File: config.mk
export PLATFORM = sky130hd
export DESIGN_NAME = lbist_top
export DESIGN_NICKNAME = d
export VERILOG_FILES = /design/src/lbist_pkg.sv /design/src/lbist_lfsr.sv /design/src/lbist_cut.sv /design/src/lbist_misr.sv /design/src/lbist_controller.sv /design/src/lbist_top.sv
export SDC_FILE = /design/constraint.sdc
export NUM_CORES = 1
export LEC_CHECK = 0
export BUFFER_PORTS_ARGS = -buffer_cell sky130_fd_sc_hd__buf_4
export CELL_PAD_IN_SITES_DETAIL_PLACEMENT = 1
export CELL_PAD_IN_SITES_GLOBAL_PLACEMENT = 1
export CORE_ASPECT_RATIO = 0.6
export CORE_MARGIN = 1
export CORE_UTILIZATION = 44
export CTS_CLUSTER_DIAMETER = 150
export CTS_CLUSTER_SIZE = 28
export DETAILED_ROUTE_END_ITERATION = 6
export HOLD_SLACK_MARGIN = 0.12
export PLACE_DENSITY_LB_ADDON = 0.1
export RECOVER_POWER = 25
export SETUP_SLACK_MARGIN = 0.3
export SLEW_MARGIN = 5
export SYNTH_ARGS = -nofsm -noshare
export SYNTH_HDL_FRONTEND = slang
export SYNTH_HIERARCHICAL = 1
export SYNTH_SLANG_ARGS = --single-unit
File: constraint.sdc
create_clock -name clk -period 2.9 [get_ports clk]
set_input_delay 0.29 -clock clk [delete_from_list [all_inputs] [get_ports clk]]
set_output_delay 0.29 -clock clk [all_outputs]
set_load 0.03 [all_outputs]
File: src/lbist_pkg.sv
// ===================================================================
// Shared widths, types, constant tables and reference models for the
// LBIST subsystem. Every LBIST module imports this package.
// ===================================================================

package lbist_pkg;

  localparam int SIGNATURE_BITS      = 32;
  localparam int NUM_HASHES          = 8;
  localparam int MAX_OUTPUTS_TO_HASH = 32;
  localparam int COUNT_BITS          = $clog2(MAX_OUTPUTS_TO_HASH) + 1;  // Must hold 32 itself

  typedef logic [SIGNATURE_BITS-1:0]     sig_t;       // Seed, pattern, response, signature
  typedef logic [NUM_HASHES-1:0]         result_t;    // One pass bit per hash run
  typedef logic [COUNT_BITS-1:0]         count_t;
  typedef logic [$clog2(NUM_HASHES)-1:0] hash_idx_t;

  typedef enum logic [1:0] {
    IDLE,
    START,
    COMP_SIG
  } ctrl_state_t;

  localparam sig_t LFSR_TAPS = 32'h80200003;  // Galois feedback mask
  localparam sig_t MISR_TAPS = 32'h04C11DB7;

  localparam sig_t LFSR_SEEDS [NUM_HASHES] = '{
    32'h0a89687e, 32'ha87ded5f, 32'h481c5077, 32'h81595729,
    32'hffd39769, 32'h24b05d57, 32'h9913b1fd, 32'hd8df8ed2
  };

  // ==================================================================
  // Step rules shared by the RTL and the golden model
  // ==================================================================

  // All-zero seed would lock the LFSR
  function automatic sig_t lfsr_load(sig_t seed);
    return (seed == '0) ? '1 : seed;
  endfunction

  function automatic sig_t lfsr_next(sig_t p);
    return (p >> 1) ^ (p[0] ? LFSR_TAPS : '0);
  endfunction

  // CUT mixing: (p ^ rotl7) + rotl13, wraps mod 2^32
  function automatic sig_t cut_mix(sig_t p);
    sig_t rot7;
    sig_t rot13;
    rot7  = (p << 7) | (p >> (SIGNATURE_BITS - 7));
    rot13 = (p << 13) | (p >> (SIGNATURE_BITS - 13));
    return (p ^ rot7) + rot13;
  endfunction

  function automatic sig_t misr_next(sig_t sig, sig_t data);
    return ((sig << 1) ^ (sig[SIGNATURE_BITS-1] ? MISR_TAPS : '0)) ^ data;
  endfunction

  // Cycle model of one fault-free run. The first response is seen
  // twice since the CUT output register fills before the first step
  function automatic sig_t golden_signature(sig_t seed);
    sig_t pat;
    sig_t resp;
    sig_t sig;
    pat  = lfsr_load(seed);
    resp = cut_mix(pat);
    sig  = '0;
    for (int k = 0; k < MAX_OUTPUTS_TO_HASH; k++) begin
      sig  = misr_next(sig, resp);
      resp = cut_mix(pat);
      pat  = lfsr_next(pat);
    end
    return sig;
  endfunction

  localparam sig_t EXPECTED_SIGNATURES [NUM_HASHES] = '{
    golden_signature(LFSR_SEEDS[0]), golden_signature(LFSR_SEEDS[1]),
    golden_signature(LFSR_SEEDS[2]), golden_signature(LFSR_SEEDS[3]),
    golden_signature(LFSR_SEEDS[4]), golden_signature(LFSR_SEEDS[5]),
    golden_signature(LFSR_SEEDS[6]), golden_signature(LFSR_SEEDS[7])
  };

endpackage

File: src/lbist_lfsr.sv
// ===================================================================
// Galois LFSR pattern source. Loaded with a seed over valid/ready,
// then advanced one step per cycle while the MISR asks for it.
// ===================================================================

module lbist_lfsr import lbist_pkg::*; (
  input  logic clk,
  input  logic reset,

  input  logic seed_val,
  input  sig_t seed,
  output logic seed_rdy,

  input  logic step,
  output sig_t pattern
);

  logic seed_rdy_q;
  logic load;
  sig_t pattern_q;

  assign load     = seed_val && seed_rdy_q;
  assign seed_rdy = seed_rdy_q;
  assign pattern  = pattern_q;

  // Busy for one cycle after a load
  always_ff @(posedge clk) begin
    if (reset) begin
      seed_rdy_q <= 1'b1;
    end else begin
      seed_rdy_q <= !load;
    end
  end

  // ==================================================================
  // Pattern register
  // ==================================================================

  always_ff @(posedge clk) begin
    if (load) begin
      pattern_q <= lfsr_load(seed);      // Zero seed mapped to all ones
    end else if (step) begin
      pattern_q <= lfsr_next(pattern_q);
    end
  end

endmodule

File: src/lbist_cut.sv
// ===================================================================
// Circuit under test: a fixed 32-bit mixing stage with an output
// register. Set bits in fault_mask model stuck-at-zero outputs.
// ===================================================================

module lbist_cut import lbist_pkg::*; (
  input  logic clk,
  input  logic reset,

  input  sig_t pattern,
  input  sig_t fault_mask,
  output sig_t response
);

  sig_t mixed;
  sig_t faulted;

  // Combinational cloud
  assign mixed   = cut_mix(pattern);
  assign faulted = mixed & ~fault_mask;   // Stuck-at-zero injection

  // One cycle from pattern to response
  always_ff @(posedge clk) begin
    if (reset) begin
      response <= '0;
    end else begin
      response <= faulted;
    end
  end

endmodule

File: src/lbist_misr.sv
// ===================================================================
// Multiple-input signature register. A request gives the number of
// CUT responses to compact; the signature comes back on valid/ready.
// ===================================================================

module lbist_misr import lbist_pkg::*; (
  input  logic   clk,
  input  logic   reset,

  input  logic   req_val,
  input  count_t req_count,
  output logic   req_rdy,

  input  sig_t   data,          // CUT response
  output logic   lfsr_step,

  output logic   resp_val,
  output sig_t   resp_sig,
  input  logic   resp_rdy
);

  typedef enum logic [1:0] {
    M_IDLE,
    M_SETTLE,     // First pattern still on its way through the CUT
    M_CAPTURE,
    M_RESPOND
  } misr_state_t;

  misr_state_t state_q;
  count_t      count_q;
  sig_t        sig_q;

  assign req_rdy   = (state_q == M_IDLE);
  assign lfsr_step = (state_q == M_CAPTURE);
  assign resp_val  = (state_q == M_RESPOND);
  assign resp_sig  = sig_q;

  always_ff @(posedge clk) begin
    if (reset) begin
      state_q <= M_IDLE;
    end else begin
      case (state_q)
        M_IDLE:    if (req_val) state_q <= M_SETTLE;
        M_SETTLE:  state_q <= (count_q == '0) ? M_RESPOND : M_CAPTURE;
        M_CAPTURE: if (count_q == count_t'(1)) state_q <= M_RESPOND;  // Last response
        M_RESPOND: if (resp_rdy) state_q <= M_IDLE;
        default:   state_q <= M_IDLE;
      endcase
    end
  end

  // ==================================================================
  // Signature and down counter
  // ==================================================================

  always_ff @(posedge clk) begin
    if (req_val && req_rdy) begin
      sig_q   <= '0;
      count_q <= req_count;
    end else if (lfsr_step) begin
      sig_q   <= misr_next(sig_q, data);
      count_q <= count_q - count_t'(1);
    end
  end

endmodule

File: src/lbist_controller.sv
// ===================================================================
// LBIST sequencer. Runs NUM_HASHES seed/compact/compare passes and
// returns a pass map with one bit per run to the requestor.
// ===================================================================

module lbist_controller import lbist_pkg::*; (
  input  logic    clk,
  input  logic    reset,

  // Requestor side
  input  logic    lbist_req_val,
  output logic    lbist_req_rdy,
  output logic    lbist_resp_val,
  output result_t lbist_resp_msg,     // Bit i set when run i matched
  input  logic    lbist_resp_rdy,

  // Seed to LFSR
  output logic    lfsr_seed_val,
  output sig_t    lfsr_seed,
  input  logic    lfsr_seed_rdy,

  // MISR request and response
  output logic    misr_req_val,
  output count_t  misr_req_count,
  input  logic    misr_req_rdy,
  input  logic    misr_resp_val,
  input  sig_t    misr_resp_sig,
  output logic    misr_resp_rdy
);

  ctrl_state_t state_q;
  ctrl_state_t next_state;
  hash_idx_t   idx_q;
  result_t     pass_q;
  logic        resp_val_q;
  logic        seed_done_q;   // Seed taken by the LFSR this run
  logic        count_done_q;  // Count taken by the MISR this run
  sig_t        sig_q;
  logic        last_run;
  logic        misr_done;

  assign last_run  = (idx_q == hash_idx_t'(NUM_HASHES - 1));
  assign misr_done = misr_resp_val && misr_resp_rdy;

  // ==================================================================
  // Channel outputs
  // ==================================================================

  assign lbist_req_rdy  = (state_q == IDLE);
  assign lbist_resp_val = resp_val_q;
  assign lbist_resp_msg = pass_q;

  assign lfsr_seed_val  = (state_q == START) && !seed_done_q;
  assign lfsr_seed      = LFSR_SEEDS[idx_q];

  assign misr_req_val   = (state_q == START) && !count_done_q;
  assign misr_req_count = count_t'(MAX_OUTPUTS_TO_HASH);
  assign misr_resp_rdy  = (state_q == START);

  // ==================================================================
  // Next state
  // ==================================================================

  always_comb begin
    next_state = state_q;
    case (state_q)
      IDLE: begin
        if (lbist_req_val) next_state = START;
      end
      START: begin
        if (misr_done) next_state = COMP_SIG;
      end
      COMP_SIG: begin
        if (!resp_val_q) begin
          if (!last_run) next_state = START;   // More runs to go
        end else if (lbist_resp_rdy) begin
          next_state = IDLE;
        end
      end
      default: next_state = IDLE;
    endcase
  end

  always_ff @(posedge clk) begin
    if (reset) begin
      state_q      <= IDLE;
      idx_q        <= '0;
      pass_q       <= '0;
      resp_val_q   <= 1'b0;
      seed_done_q  <= 1'b0;
      count_done_q <= 1'b0;
    end else begin
      state_q <= next_state;
      case (state_q)
        IDLE: begin
          if (lbist_req_val) begin
            idx_q  <= '0;
            pass_q <= '0;      // Fresh map for each request
          end
        end
        START: begin
          if (lfsr_seed_val && lfsr_seed_rdy) seed_done_q <= 1'b1;
          if (misr_req_val && misr_req_rdy) count_done_q <= 1'b1;
          if (misr_done) begin
            seed_done_q  <= 1'b0;
            count_done_q <= 1'b0;
          end
        end
        COMP_SIG: begin
          if (!resp_val_q) begin
            pass_q[idx_q] <= (sig_q == EXPECTED_SIGNATURES[idx_q]);
            if (last_run) begin
              resp_val_q <= 1'b1;
            end else begin
              idx_q <= idx_q + hash_idx_t'(1);
            end
          end else if (lbist_resp_rdy) begin
            resp_val_q <= 1'b0;
          end
        end
        default: begin
          resp_val_q <= 1'b0;
        end
      endcase
    end
  end

  // Signature captured at the MISR handshake
  always_ff @(posedge clk) begin
    if (misr_done) sig_q <= misr_resp_sig;
  end

endmodule

File: src/lbist_top.sv
// ===================================================================
// LBIST subsystem top. Controller sequences the LFSR -> CUT -> MISR
// chain; fault_mask forces stuck-at-zero faults into the CUT.
// ===================================================================

module lbist_top import lbist_pkg::*; (
  input  logic    clk,
  input  logic    reset,

  input  logic    lbist_req_val,
  output logic    lbist_req_rdy,
  output logic    lbist_resp_val,
  output result_t lbist_resp_msg,
  input  logic    lbist_resp_rdy,

  input  sig_t    fault_mask      // Change only while lbist_req_rdy is high
);

  logic   lfsr_seed_val;
  sig_t   lfsr_seed;
  logic   lfsr_seed_rdy;
  logic   misr_req_val;
  count_t misr_req_count;
  logic   misr_req_rdy;
  logic   misr_resp_val;
  sig_t   misr_resp_sig;
  logic   misr_resp_rdy;
  logic   lfsr_step;
  sig_t   pattern;
  sig_t   cut_response;

  lbist_controller u_controller (
    .clk            (clk),
    .reset          (reset),
    .lbist_req_val  (lbist_req_val),
    .lbist_req_rdy  (lbist_req_rdy),
    .lbist_resp_val (lbist_resp_val),
    .lbist_resp_msg (lbist_resp_msg),
    .lbist_resp_rdy (lbist_resp_rdy),
    .lfsr_seed_val  (lfsr_seed_val),
    .lfsr_seed      (lfsr_seed),
    .lfsr_seed_rdy  (lfsr_seed_rdy),
    .misr_req_val   (misr_req_val),
    .misr_req_count (misr_req_count),
    .misr_req_rdy   (misr_req_rdy),
    .misr_resp_val  (misr_resp_val),
    .misr_resp_sig  (misr_resp_sig),
    .misr_resp_rdy  (misr_resp_rdy)
  );

  // Pattern source
  lbist_lfsr u_lfsr (
    .clk      (clk),
    .reset    (reset),
    .seed_val (lfsr_seed_val),
    .seed     (lfsr_seed),
    .seed_rdy (lfsr_seed_rdy),
    .step     (lfsr_step),
    .pattern  (pattern)
  );

  lbist_cut u_cut (
    .clk        (clk),
    .reset      (reset),
    .pattern    (pattern),
    .fault_mask (fault_mask),
    .response   (cut_response)
  );

  // Response compactor, also paces the LFSR
  lbist_misr u_misr (
    .clk       (clk),
    .reset     (reset),
    .req_val   (misr_req_val),
    .req_count (misr_req_count),
    .req_rdy   (misr_req_rdy),
    .data      (cut_response),
    .lfsr_step (lfsr_step),
    .resp_val  (misr_resp_val),
    .resp_sig  (misr_resp_sig),
    .resp_rdy  (misr_resp_rdy)
  );

endmodule

==> results of run 1 <==
## per-layer routing
layer	GRT usage	share of wire
met1	0.481	0.48
met2	0.457	0.42
met3	0.0870	0.087
met4	0.0720	0.015
met5	0	0
## flip-flops by register name (all words and copies together) (netlist names), 2 cells and up
name / count
u_misr/state_q: 2
u_controller/sig_q: 32
u_controller/state_q: 2
u_lfsr/pattern: 32
u_controller/idx_q: 3
u_cut/response: 32
u_misr/resp_sig: 32
u_misr/count_q: 6
u_controller/lbist_resp_msg: 8
## stage by stage
step / total power [mW] / hold WS, ps / instance area, um^2 / instances
final: 12.6 / 124 / 11900 / 1436
after detailed placement: 8.90 / 461 / 10400 / 1350
after global placement: 8.78 / 458 / 10400 / 1350
after global routing: 13.1 / 120 / 11900 / 1434
after CTS: 11.7 / 124 / 11600 / 1426
after floorplan: 6.90 / 362 / 9280 / 993
## Yosys cell counts (all sizes together), types with 6 or more instances
| library cell | count |
|---|---|
| nor2 | 143 |
| a21oi | 96 |
| dfxtp | 83 |
| xnor2 | 74 |
| edfxtp | 70 |
| xor2 | 62 |
| ha | 56 |
| nor3 | 43 |
| nand2 | 42 |
| o21ai | 36 |
| inv | 26 |
| buf | 25 |
| a211oi | 24 |
| clkbuf | 24 |
| mux2i | 17 |
| nor4 | 16 |
| nand2b | 14 |
| nand3 | 11 |
| a21o | 10 |
| nor2b | 9 |
| a31oi | 8 |
| nand4 | 8 |
| or3 | 8 |
| a41o | 7 |
| and3 | 6 |
| and3b | 6 |
## how the worst min path moves through the flow
stage,from,to,slack (ps),cells past startpoint
floorplan,reset,u_misr/state_q[1],360,1
global placement,fault_mask[12],u_cut/response[12],460,2
detailed placement,fault_mask[12],u_cut/response[12],460,2
CTS,fault_mask[24],u_cut/response[24],120,3
global route,fault_mask[24],u_cut/response[24],120,3
finish,fault_mask[24],u_cut/response[24],120,3
## power groups by stage
| stage | Sequential, mW | Clock, mW | Combinational, mW |
|---|---|---|---|
| final | 3.46 | 2.26 | 6.85 |
| after global routing | 3.52 | 2.37 | 7.24 |
| after CTS | 3.45 | 2.28 | 5.97 |
| after detailed placement | 3.49 | 0 | 5.41 |
| after global placement | 3.47 | 0 | 5.31 |
| after floorplan | 3.32 | 0 | 3.57 |
## final cells by class
| class | instances | share of cell area |
|---|---|---|
| multi-input combinational | 765 | 0.472 |
| sequential | 153 | 0.317 |
| timing repair buffer | 185 | 0.125 |
| clock buffer | 23 | 0.0420 |
| tap | 273 | 0.0287 |
| inverter | 26 | 0.00841 |
| clock inverter | 9 | 0.00725 |
| antenna | 2 | 0.000420 |
## cells by family after synthesis
family,count (synthesis)
AO/OA/AOI/OAI,228
adder cells (fa/ha/maj),57
AND/OR/NAND/NOR,320
buffers and inverters,75
other,2
multiplexers,18
flip-flops,153
XOR/XNOR,136
## what timing repair did
action / in CTS / in global routing
hold endpoints to repair: 30 / 0
buffers inserted: 14 / 8
pin swaps: 24 / 21
hold buffers: 30 / 0
resized for setup: 49 / 53
endpoints found under the setup margin: 30 / 55
## cells in the final DEF, fill, tap and decap left out, types with 5 or more instances in the layout
master         count
clkbuf_1          16
xnor2_2            5
ha_4               5
o21ai_2            6
and3b_1            6
a21oi_2           22
dfxtp_1           80
inv_1             22
a41o_1             7
nor2b_1            7
mux2i_1           17
edfxtp_1          70
dlygate4sd3_1     30
nor3_1            39
nand2b_1          14
nand4_1            8
nor4_1            13
conb_1             6
nand2_1           39
or3_1              7
o21ai_1            6
xor2_2             8
ha_1              47
a21oi_1           73
o21ai_0           24
buf_4            131
xor2_1            54
nor2_1           142
nand3_1            9
buf_6              8
and3_1             5
a211oi_1          20
and2_1             5
a21o_1            10
clkbuf_16         19
xnor2_1           69
## critical path, cell delays in order, from the launching register on
cell and delay [ps]:
edfxtp_1 420, buf_6 150, buf_4 170, ha_1 340
nand2_2 70, or4_1 530, a31o_1 240, a21o_1 210
a2bb2oi_4 200, buf_4 150, buf_6 100, a211o_1 140
xnor2_1 120, nor3_1 70
==> impl_metrics.csv, run 1 <==
group,metric,value,unit
run_status,outcome,"finished with violations",
run_status,failed_checks,"max-capacitance violations, max-slew violations, negative setup slack",
yosys,ys_seq_area_frac,0.407,
finish,final-seq-area,3770,um^2
finish,post-route-util,0.586,
yosys,synth_compound_area_frac,0.162,
setup_path,worst-endpoint-required,3210,ps
routing,vias,8485,
setup_path,r2r_slack,-160,ps
power,comb_power_share,0.545,
floorplan,die_area,21600,um^2
floorplan,die_h,114,um
timing,rsz0062_at_grt,"yes",
setup_path,worstSetupPathType,"reg -> reg",
routing,route.detailed.drc,0,
floorplan,core,20300,um^2
routing,routed_wl,34800,um
yosys,yosys.area_share.adder,0.0778,
timing,post-route-period-util,1.06,
floorplan,dieWidth,189,um
timing,final.setup.tns,-509,ps
grt,grt_pass1_vias,8301,
placement,finalWeightedCongestion,0.912,
grt,grt_usage,0.322,
yosys,ys.flop_type,"dfxtp_1",
setup_path,end_kind,"register",
power,ir_worst_vdd,0.704,mV
yosys,synthCells,989,
yosys,syn_area_per_cell,9.36,um^2
grt,grt_pass1_wl,51100,um
yosys,synth_seq_cells,153,
setup_path,crit_start,"u_lfsr/pattern[0]",
setup_path,r2r_end,"u_cut/response[26]",
finish,fillers,2314,
floorplan,initial_utilization,0.456,
floorplan,rows,40,
finish,synthToLayoutAreaGrowth,28.6,%
timing,worstMarginPinSlew,1590,ps
clock_tree,tritoncts,"done",
setup_path,critical_path_arrival,3370,ps
placement,numPortBuffers,45,
timing,finalWorstPathRequiredPeriod,3060,ps
setup_path,startpoint_type,"register",
yosys,netlist.area_leader.share,0.227,
routing,wire_per_inst,24.3,um
timing,slew_violations,31,
power,power_density,1060,nW/um^2
routing,post_drt_via_cell_ratio,5.91,
placement,place_ws,-144,ps
yosys,synth.largest_area_cell,"edfxtp_1",
timing,maxClockFrequency,327,MHz
routing,dr.first_iter.drc_count,868,
timing,hold_viol,0,
routing,dr.pass1.iters,5,
clock_tree,path_clk_slew,60,ps
setup_path,setup.worst_path.end,"u_cut/response[26]",
clock_tree,cts_buffer_depth,2,
power,p_int,7.26,mW
yosys,synth_xor_area_frac,0.129,
power,p_sw,5.30,mW
yosys,synth-simple-area-share,0.165,
yosys,syn_area,9260,um^2
power,seqPwrFrac,0.275,
grt,antenna_found_initial,3,
setup_path,reg2reg_depth,13,
yosys,async_reset_ff_frac,0,
clock_tree,clock_latency,450,ps
timing,worst_slack,-162,ps
yosys,synth_top_family_by_area,"simple AND/OR/NAND/NOR gates",
power,switching_share,0.422,
clock_tree,clock-sinks,153,
timing,finClkSkew,10.1,ps
run,maxCapViolCount,1,
setup_path,rr_startpoint,"u_lfsr/pattern[0]",
yosys,synth_mux_area_frac,0.0196,
finish,multi_input_comb_area,5620,um^2
worst_hold_path,holdCritPathClass,"in -> reg",
timing,setup_viol_count_final,7,
timing,relSlewSlack,-0.0571,
clock_tree,clk_root_buffer_cell,"clkbuf_16",
clock_tree,cts_made_buffers,17,
setup_path,crit_path_max_fanout,6,
clock_tree,h-tree-depth,4,
power,clkPwrFrac,0.180,
finish,finalNetCount,1241,
finish,drive_above_1_share,0.234,
routing,ant_nets,0,
yosys,synth_area_leaders,"edfxtp_1 (23%), dfxtp_1 (18%), ha_1 (7.6%)",
grt,grt_max_degree,37,
yosys,synth_edf_count,70,
grt,overflow,0,
floorplan,io_pins,46,
placement,post-dp-hpwl,24300,um
yosys,yosysUniqueCellTypes,73,
yosys,ys_warn_count,6,
power,power_leakage,4.62,nW
No activity file was read; power rests on OpenSTA's default activity.
==> inputs of run 2 (changes only) <==
--- a/config.mk
+++ b/config.mk
@@ -9,7 +9,6 @@
 export CELL_PAD_IN_SITES_DETAIL_PLACEMENT = 1
 export CELL_PAD_IN_SITES_GLOBAL_PLACEMENT = 1
 export CORE_ASPECT_RATIO = 0.6
-export CORE_MARGIN = 1
 export CORE_UTILIZATION = 44
 export CTS_CLUSTER_DIAMETER = 150
 export CTS_CLUSTER_SIZE = 28
==> constraint.sdc (replaced) <==
create_clock -name clk -period 2.9 [get_ports clk]
set_input_delay 0.435 -clock clk [delete_from_list [all_inputs] [get_ports clk]]
set_output_delay 0.435 -clock clk [all_outputs]
set_load 0.03 [all_outputs]
==> run 2 against run 1 <==
  * The run still ends with max-capacitance violations, max-slew violations, negative setup slack left
  * Setup slack better by 43 ps
  * Utilization decreased by 1.4 points
  * Largest power group unchanged
  * Final area is 2.4% lower
  * Cell count shrank 1.9%
  * Critical endpoint is now u_cut/response[23]
  * Routed wire length down 4.9%
  * Critical path depth decreased by 2
  * Combinational power shrank 2.9%
==> impl_metrics.csv, run 2 (synthesis results as in run 1) <==
group,metric,value,unit
run_status,outcome,"finished with violations",
power,p_int,7.22,mW
floorplan,io_pins,46,
power,seqPwrFrac,0.280,
routing,dr.first_iter.drc_count,886,
setup_path,end_kind,"register",
clock_tree,cts_buffer_depth,2,
grt,grt_max_degree,37,
timing,worst_slack,-119,ps
placement,post-dp-hpwl,24300,um
timing,relSlewSlack,-0.0539,
setup_path,startpoint_type,"register",
routing,top_layer_used,"met5",
finish,finalNetCount,1214,
setup_path,crit_path_max_fanout,5,
clock_tree,cts_hold_repair.buffers,0,
floorplan,die_h,114,um
clock_tree,clock-sinks,153,
grt,grt_pass1_wl,49600,um
timing,maxClockFrequency,331,MHz
setup_path,worstSetupPathType,"reg -> reg",
finish,post-route-util,0.572,
setup_path,critical_path_arrival,3330,ps
power,ir_worst_vdd,0.708,mV
grt,antenna_found_initial,3,
power,power_density,1060,nW/um^2
setup_path,worst-endpoint-required,3210,ps
power,comb_power_share,0.539,
routing,wire_per_inst,23.5,um
timing,slew_violations,31,
routing,wl_met2,13500,um
placement,finalWeightedCongestion,0.912,
clock_tree,clk_root_buffer_cell,"clkbuf_16",
routing,routed_wl,33100,um
clock_tree,cts_made_buffers,17,
finish,fillers,2332,
routing,dr.pass1.iters,5,
timing,hold_viol,0,
routing,ant_nets,0,
power,total_power,12.3,mW
timing,finalWorstPathRequiredPeriod,3020,ps
routing,wl_met1,16200,um
finish,final_cell_mix,"nor2_1 (142), buf_4 (134), dfxtp_1 (80), a21oi_1 (72), edfxtp_1 (70)",
timing,setup_viol_count_final,5,
run,maxCapViolCount,1,
clock_tree,clock_latency,440,ps
floorplan,core,20300,um^2
power,switching_share,0.414,
floorplan,die_area,21600,um^2
placement,place_ws,-144,ps
power,p_sw,5.11,mW
grt,grt_pass1_vias,8050,
worst_hold_path,holdCritPathClass,"in -> reg",
floorplan,initial_utilization,0.456,
grt,overflow,0,
clock_tree,tritoncts,"done",
timing,worstMarginPinSlew,1580,ps
grt,grt_usage,0.312,
placement,numPortBuffers,45,
run_status,failed_checks,"max-capacitance violations, max-slew violations, negative setup slack",
power,clkPwrFrac,0.182,
routing,routed-wl-met3,3050,um
finish,synthToLayoutAreaGrowth,25.4,%
clock_tree,h-tree-depth,4,
power,power_leakage,4.52,nW
finish,layout_commonest_cell,"nor2_1",
timing,rsz0062_at_grt,"yes",
floorplan,rows,40,
finish,drive_above_1_share,0.242,
clock_tree,path_clk_slew,60,ps
routing,route.detailed.drc,0,
routing,vias,8264,
timing,post-route-period-util,1.04,
routing,post_drt_via_cell_ratio,5.87,
floorplan,dieWidth,189,um
timing,finClkSkew,9.06,ps
-- run 2: cell type report --
cell class	count	area (um^2)	area share
Antenna cell	1	2.50	0.000215
Tap cell	273	342	0.0294
Clock buffer	23	500	0.0431
Multi-Input combinational cell	765	5600	0.482
Timing Repair Buffer	158	1220	0.105
Inverter	26	100	0.00862
Clock inverter	9	86.3	0.00743
Sequential cell	153	3770	0.324
-- run 2: per-layer routing --
| metal | global-route usage | vias up |
|---|---|---|
| met2 | 0.423 | 336 |
| met5 | 0 | - |
| met1 | 0.479 | 4112 |
| met3 | 0.0892 | 34 |
| met4 | 0.0672 | 4 |
| li1 | - | 3778 |
-- run 2: per-stage QoR --
step | area [um^2] | std cells | setup TNS (ps) | hold slack, ps
finish | 11600 | 1408 | -449 | 145
global route | 11600 | 1407 | -1310 | 133
CTS | 11300 | 1396 | -23.2 | 138
detailed placement | 10400 | 1350 | -391 | 474
global placement | 10400 | 1350 | -185 | 469
floorplan | 9280 | 993 | 0 | 403
-- run 2: path summary, 6_finish.rpt --
kind                             to  cells past startpoint                 from  slack, ps
min reg2reg  u_controller/sig_q[17]                      0  u_misr/resp_sig[17]        490
max reg2reg      u_cut/response[23]                     11    u_lfsr/pattern[1]       -120
max              u_cut/response[23]                     11    u_lfsr/pattern[1]       -120
min              u_cut/response[23]                      2       fault_mask[23]        140
-- run 2: worst max-delay path: stages, from the launching register on --
cell	delay, ps
edfxtp_1	470
xor2_1	250
ha_2	380
a21oi_2	200
o21ai_2	110
a311oi_2	260
buf_4	170
nand4_1	240
a31o_4	340
a211oi_2	220
xor2_1	180
nor3_1	70
-- run 2: what timing repair did --
item / 4_1_cts / 5_1_grt
gates cloned: 0 / 0
gates resized for setup: 49 / 53
buffers inserted: 14 / 11
endpoints found under the setup margin: 30 / 53
pin swaps: 24 / 28
-- run 2: power by group through the flow --
stage	clock, mW	sequential (mW)	combinational [mW]
after global routing	2.38	3.51	7.12
after detailed placement	0	3.49	5.41
after CTS	2.28	3.45	5.93
final	2.24	3.45	6.65
after floorplan	0	3.32	3.57
after global placement	0	3.47	5.31
==> inputs of run 3 (changes only) <==
--- a/config.mk
+++ b/config.mk
@@ -6,9 +6,10 @@
 export NUM_CORES = 1
 export LEC_CHECK = 0
 export BUFFER_PORTS_ARGS = -buffer_cell sky130_fd_sc_hd__buf_4
+export CAP_MARGIN = 15
 export CELL_PAD_IN_SITES_DETAIL_PLACEMENT = 1
 export CELL_PAD_IN_SITES_GLOBAL_PLACEMENT = 1
-export CORE_ASPECT_RATIO = 0.6
+export CORE_ASPECT_RATIO = 1.2
 export CORE_UTILIZATION = 44
 export CTS_CLUSTER_DIAMETER = 150
 export CTS_CLUSTER_SIZE = 28
@@ -20,5 +21,4 @@
 export SLEW_MARGIN = 5
 export SYNTH_ARGS = -nofsm -noshare
 export SYNTH_HDL_FRONTEND = slang
-export SYNTH_HIERARCHICAL = 1
 export SYNTH_SLANG_ARGS = --single-unit
==> run 3 against run 2 <==
  * The flow now finishes without violations
  * Critical path type unchanged
  * Largest cell class unchanged
  * First-iteration DRC count down 50%
  * Highest routed layer is now met4
  * Count of clock-buffer cells in the layout down 5
  * Clock power up 4%
  * Largest power group unchanged
  * Via count down 4.3%
  * Global-route usage down 2.0 points
  * Setup slack better by 350 ps
  * Maximum frequency up 13%
==> impl_metrics.csv, run 3 <==
group,metric,value,unit
power,p_sw,5.87,mW
clock_tree,clk_root_buffer_cell,"clkbuf_16",
timing,maxClockFrequency,375,MHz
placement,finalWeightedCongestion,0.926,
yosys,synth_xor_area_frac,0.113,
grt,grt_pass1_vias,8010,
clock_tree,path_clk_slew,80,ps
timing,post-route-period-util,0.919,
routing,vias,7908,
finish,layout_commonest_cell,"buf_4",
floorplan,die_area,21200,um^2
setup_path,critical_path_arrival,3050,ps
finish,synthToLayoutAreaGrowth,21.6,%
timing,rsz0062_at_grt,"yes",
worst_hold_path,holdCritPathClass,"in -> reg",
yosys,synth-simple-area-share,0.180,
power,p_int,7.36,mW
floorplan,initial_utilization,0.448,
power,power_leakage,4.17,nW
yosys,ys_seq_area_frac,0.408,
routing,ant_nets,0,
yosys,syn_area_per_cell,9.42,um^2
clock_tree,clock_latency,450,ps
placement,numPortBuffers,45,
timing,slew_violations,0,
timing,final.setup.tns,0,ps
power,ir_worst_vdd,0.659,mV
clock_tree,cts_made_buffers,17,
grt,grt_usage,0.292,
finish,fillers,2302,
finish,final_cell_mix,"buf_4 (108), nor2_1 (94), dfxtp_1 (89), nand2_1 (76), xnor2_1 (69)",
power,power_density,1200,nW/um^2
floorplan,die_h,159,um
placement,place_ws,77.7,ps
grt,antenna_found_initial,0,
yosys,synth_top_family_by_area,"simple AND/OR/NAND/NOR gates",
setup_path,crit_path_max_fanout,6,
yosys,syn_nets,1051,
yosys,synth_most_common_cell,"nor2_1",
setup_path,worstSetupPathType,"reg -> reg",
routing,routed_wl,30800,um
floorplan,dieWidth,133,um
setup_path,end_kind,"register",
yosys,yosys.area_share.adder,0.0726,
clock_tree,clock-sinks,153,
timing,setup_viol_count_final,0,
yosys,synth_edf_count,64,
yosys,ys.flop_type,"dfxtp_1",
yosys,yosysUniqueCellTypes,79,
yosys,ys_warn_count,0,
yosys,synth_area_leaders,"edfxtp_1 (21%), dfxtp_1 (20%), ha_1 (7.0%)",
yosys,synth_compound_area_frac,0.173,
timing,finalWorstPathRequiredPeriod,2670,ps
routing,route.detailed.drc,0,
grt,grt_pass1_wl,45900,um
yosys,synthCells,963,
routing,dr.first_iter.drc_count,443,
yosys,syn_area,9070,um^2
run,maxCapViolCount,0,
finish,n_antenna_cell,0,
timing,finClkSkew,13.2,ps
yosys,async_reset_ff_frac,0,
grt,overflow,0,
yosys,synth_seq_cells,153,
yosys,synth_mux_area_frac,0.0211,
routing,dr.pass1.iters,5,
placement,post-dp-hpwl,22400,um
yosys,netlist.area_leader.share,0.212,
timing,worstMarginPinSlew,1070,ps
timing,worst_slack,234,ps
floorplan,io_pins,46,
yosys,synth.top_cells.by_count,"nor2_1 (94), dfxtp_1 (89), nand2_1 (77), xnor2_1 (71), edfxtp_1 (64)",
finish,drive_above_1_share,0.200,
floorplan,rows,57,
power,clkPwrFrac,0.176,
clock_tree,tritoncts,"done",
clock_tree,cts_buffer_depth,2,
setup_path,worst-endpoint-required,3280,ps
yosys,synth.largest_area_cell,"edfxtp_1",
setup_path,startpoint_type,"register",
grt,grt_max_degree,43,
routing,wire_per_inst,23.0,um
run_status,outcome,"complete, no violations",
timing,hold_viol,0,
timing,relSlewSlack,0.285,
finish,finalNetCount,1150,
power,seqPwrFrac,0.264,
power,switching_share,0.444,
floorplan,core,20300,um^2
clock_tree,h-tree-depth,4,
power,comb_power_share,0.559,
routing,post_drt_via_cell_ratio,5.90,
-- run 3: path summary, 6_finish.rpt --
kind | startpoint | end | slack, ps | cells after the start
hold reg to reg | u_misr.resp_sig[7] | u_controller.sig_q[7] | 490 | 0
setup / recovery | u_lfsr.pattern[3] | u_cut.response[21] | 230 | 10
setup reg to reg | u_lfsr.pattern[3] | u_cut.response[21] | 230 | 10
hold / removal | fault_mask[20] | u_cut.response[20] | 130 | 2
-- run 3: final cells by class --
cell class | count | area [um^2] | share of cell area
Multi-Input combinational cell | 740 | 5360 | 0.486
Sequential cell | 153 | 3700 | 0.336
Timing Repair Buffer | 129 | 950 | 0.0861
Clock buffer | 18 | 450 | 0.0409
Tap cell | 265 | 332 | 0.0301
Clock inverter | 14 | 153 | 0.0138
Inverter | 21 | 80.1 | 0.00726
-- run 3: stage by stage --
stage | utilization | cell area (um^2) | std cells | hold slack, ps | total power, mW
2_1_floorplan | - | 9090 | 963 | 406 | 7.86
3_3_place_gp | 0.494 | 10000 | 1281 | 463 | 9.93
3_5_place_dp | 0.494 | 10000 | 1281 | 471 | 10.1
4_1_cts | 0.531 | 10800 | 1324 | 125 | 12.6
5_1_grt | 0.544 | 11000 | 1340 | 134 | 14.0
6_report | 0.544 | 11000 | 1340 | 129 | 13.2
-- run 3: cell families after synthesis --
logic type / Yosys count
AO/OA/AOI/OAI: 229
XOR/XNOR: 117
adder cells (fa/ha/maj): 52
buffers and inverters: 70
flip-flops: 153
multiplexers: 19
AND/OR/NAND/NOR: 323
-- run 3: power groups by stage --
stage               combinational (mW)  clock (mW)  sequential (mW)
finish                            7.40        2.33             3.50
global route                      8.02        2.43             3.54
CTS                               6.81        2.34             3.48
detailed placement                6.52           0             3.54
global placement                  6.41           0             3.52
floorplan                         4.53           0             3.32
-- run 3: critical path: stages (launching register included) --
cell and delay, ps:
edfxtp_1 460, buf_4 200, xor2_2 160, ha_2 380
or2_0 160, and4b_1 230, nor2b_1 50, buf_4 170
or3_4 390, a21o_1 190, a211oi_2 200
-- run 3: what timing repair did --
| item | CTS | global route |
|---|---|---|
| resized for setup | 17 | 41 |
| hold buffers | 0 | 0 |
| pin swaps | 10 | 18 |
| endpoints found under the hold margin | 0 | 0 |
| setup buffers | 11 | 16 |
| setup endpoints to repair | 24 | 30 |
-- run 3: layer usage --
metal	track usage	routed length, um
met2	0.523	16000
met3	0.0388	1170
met1	0.336	12400
met5	0	0
met4	0.150	1270
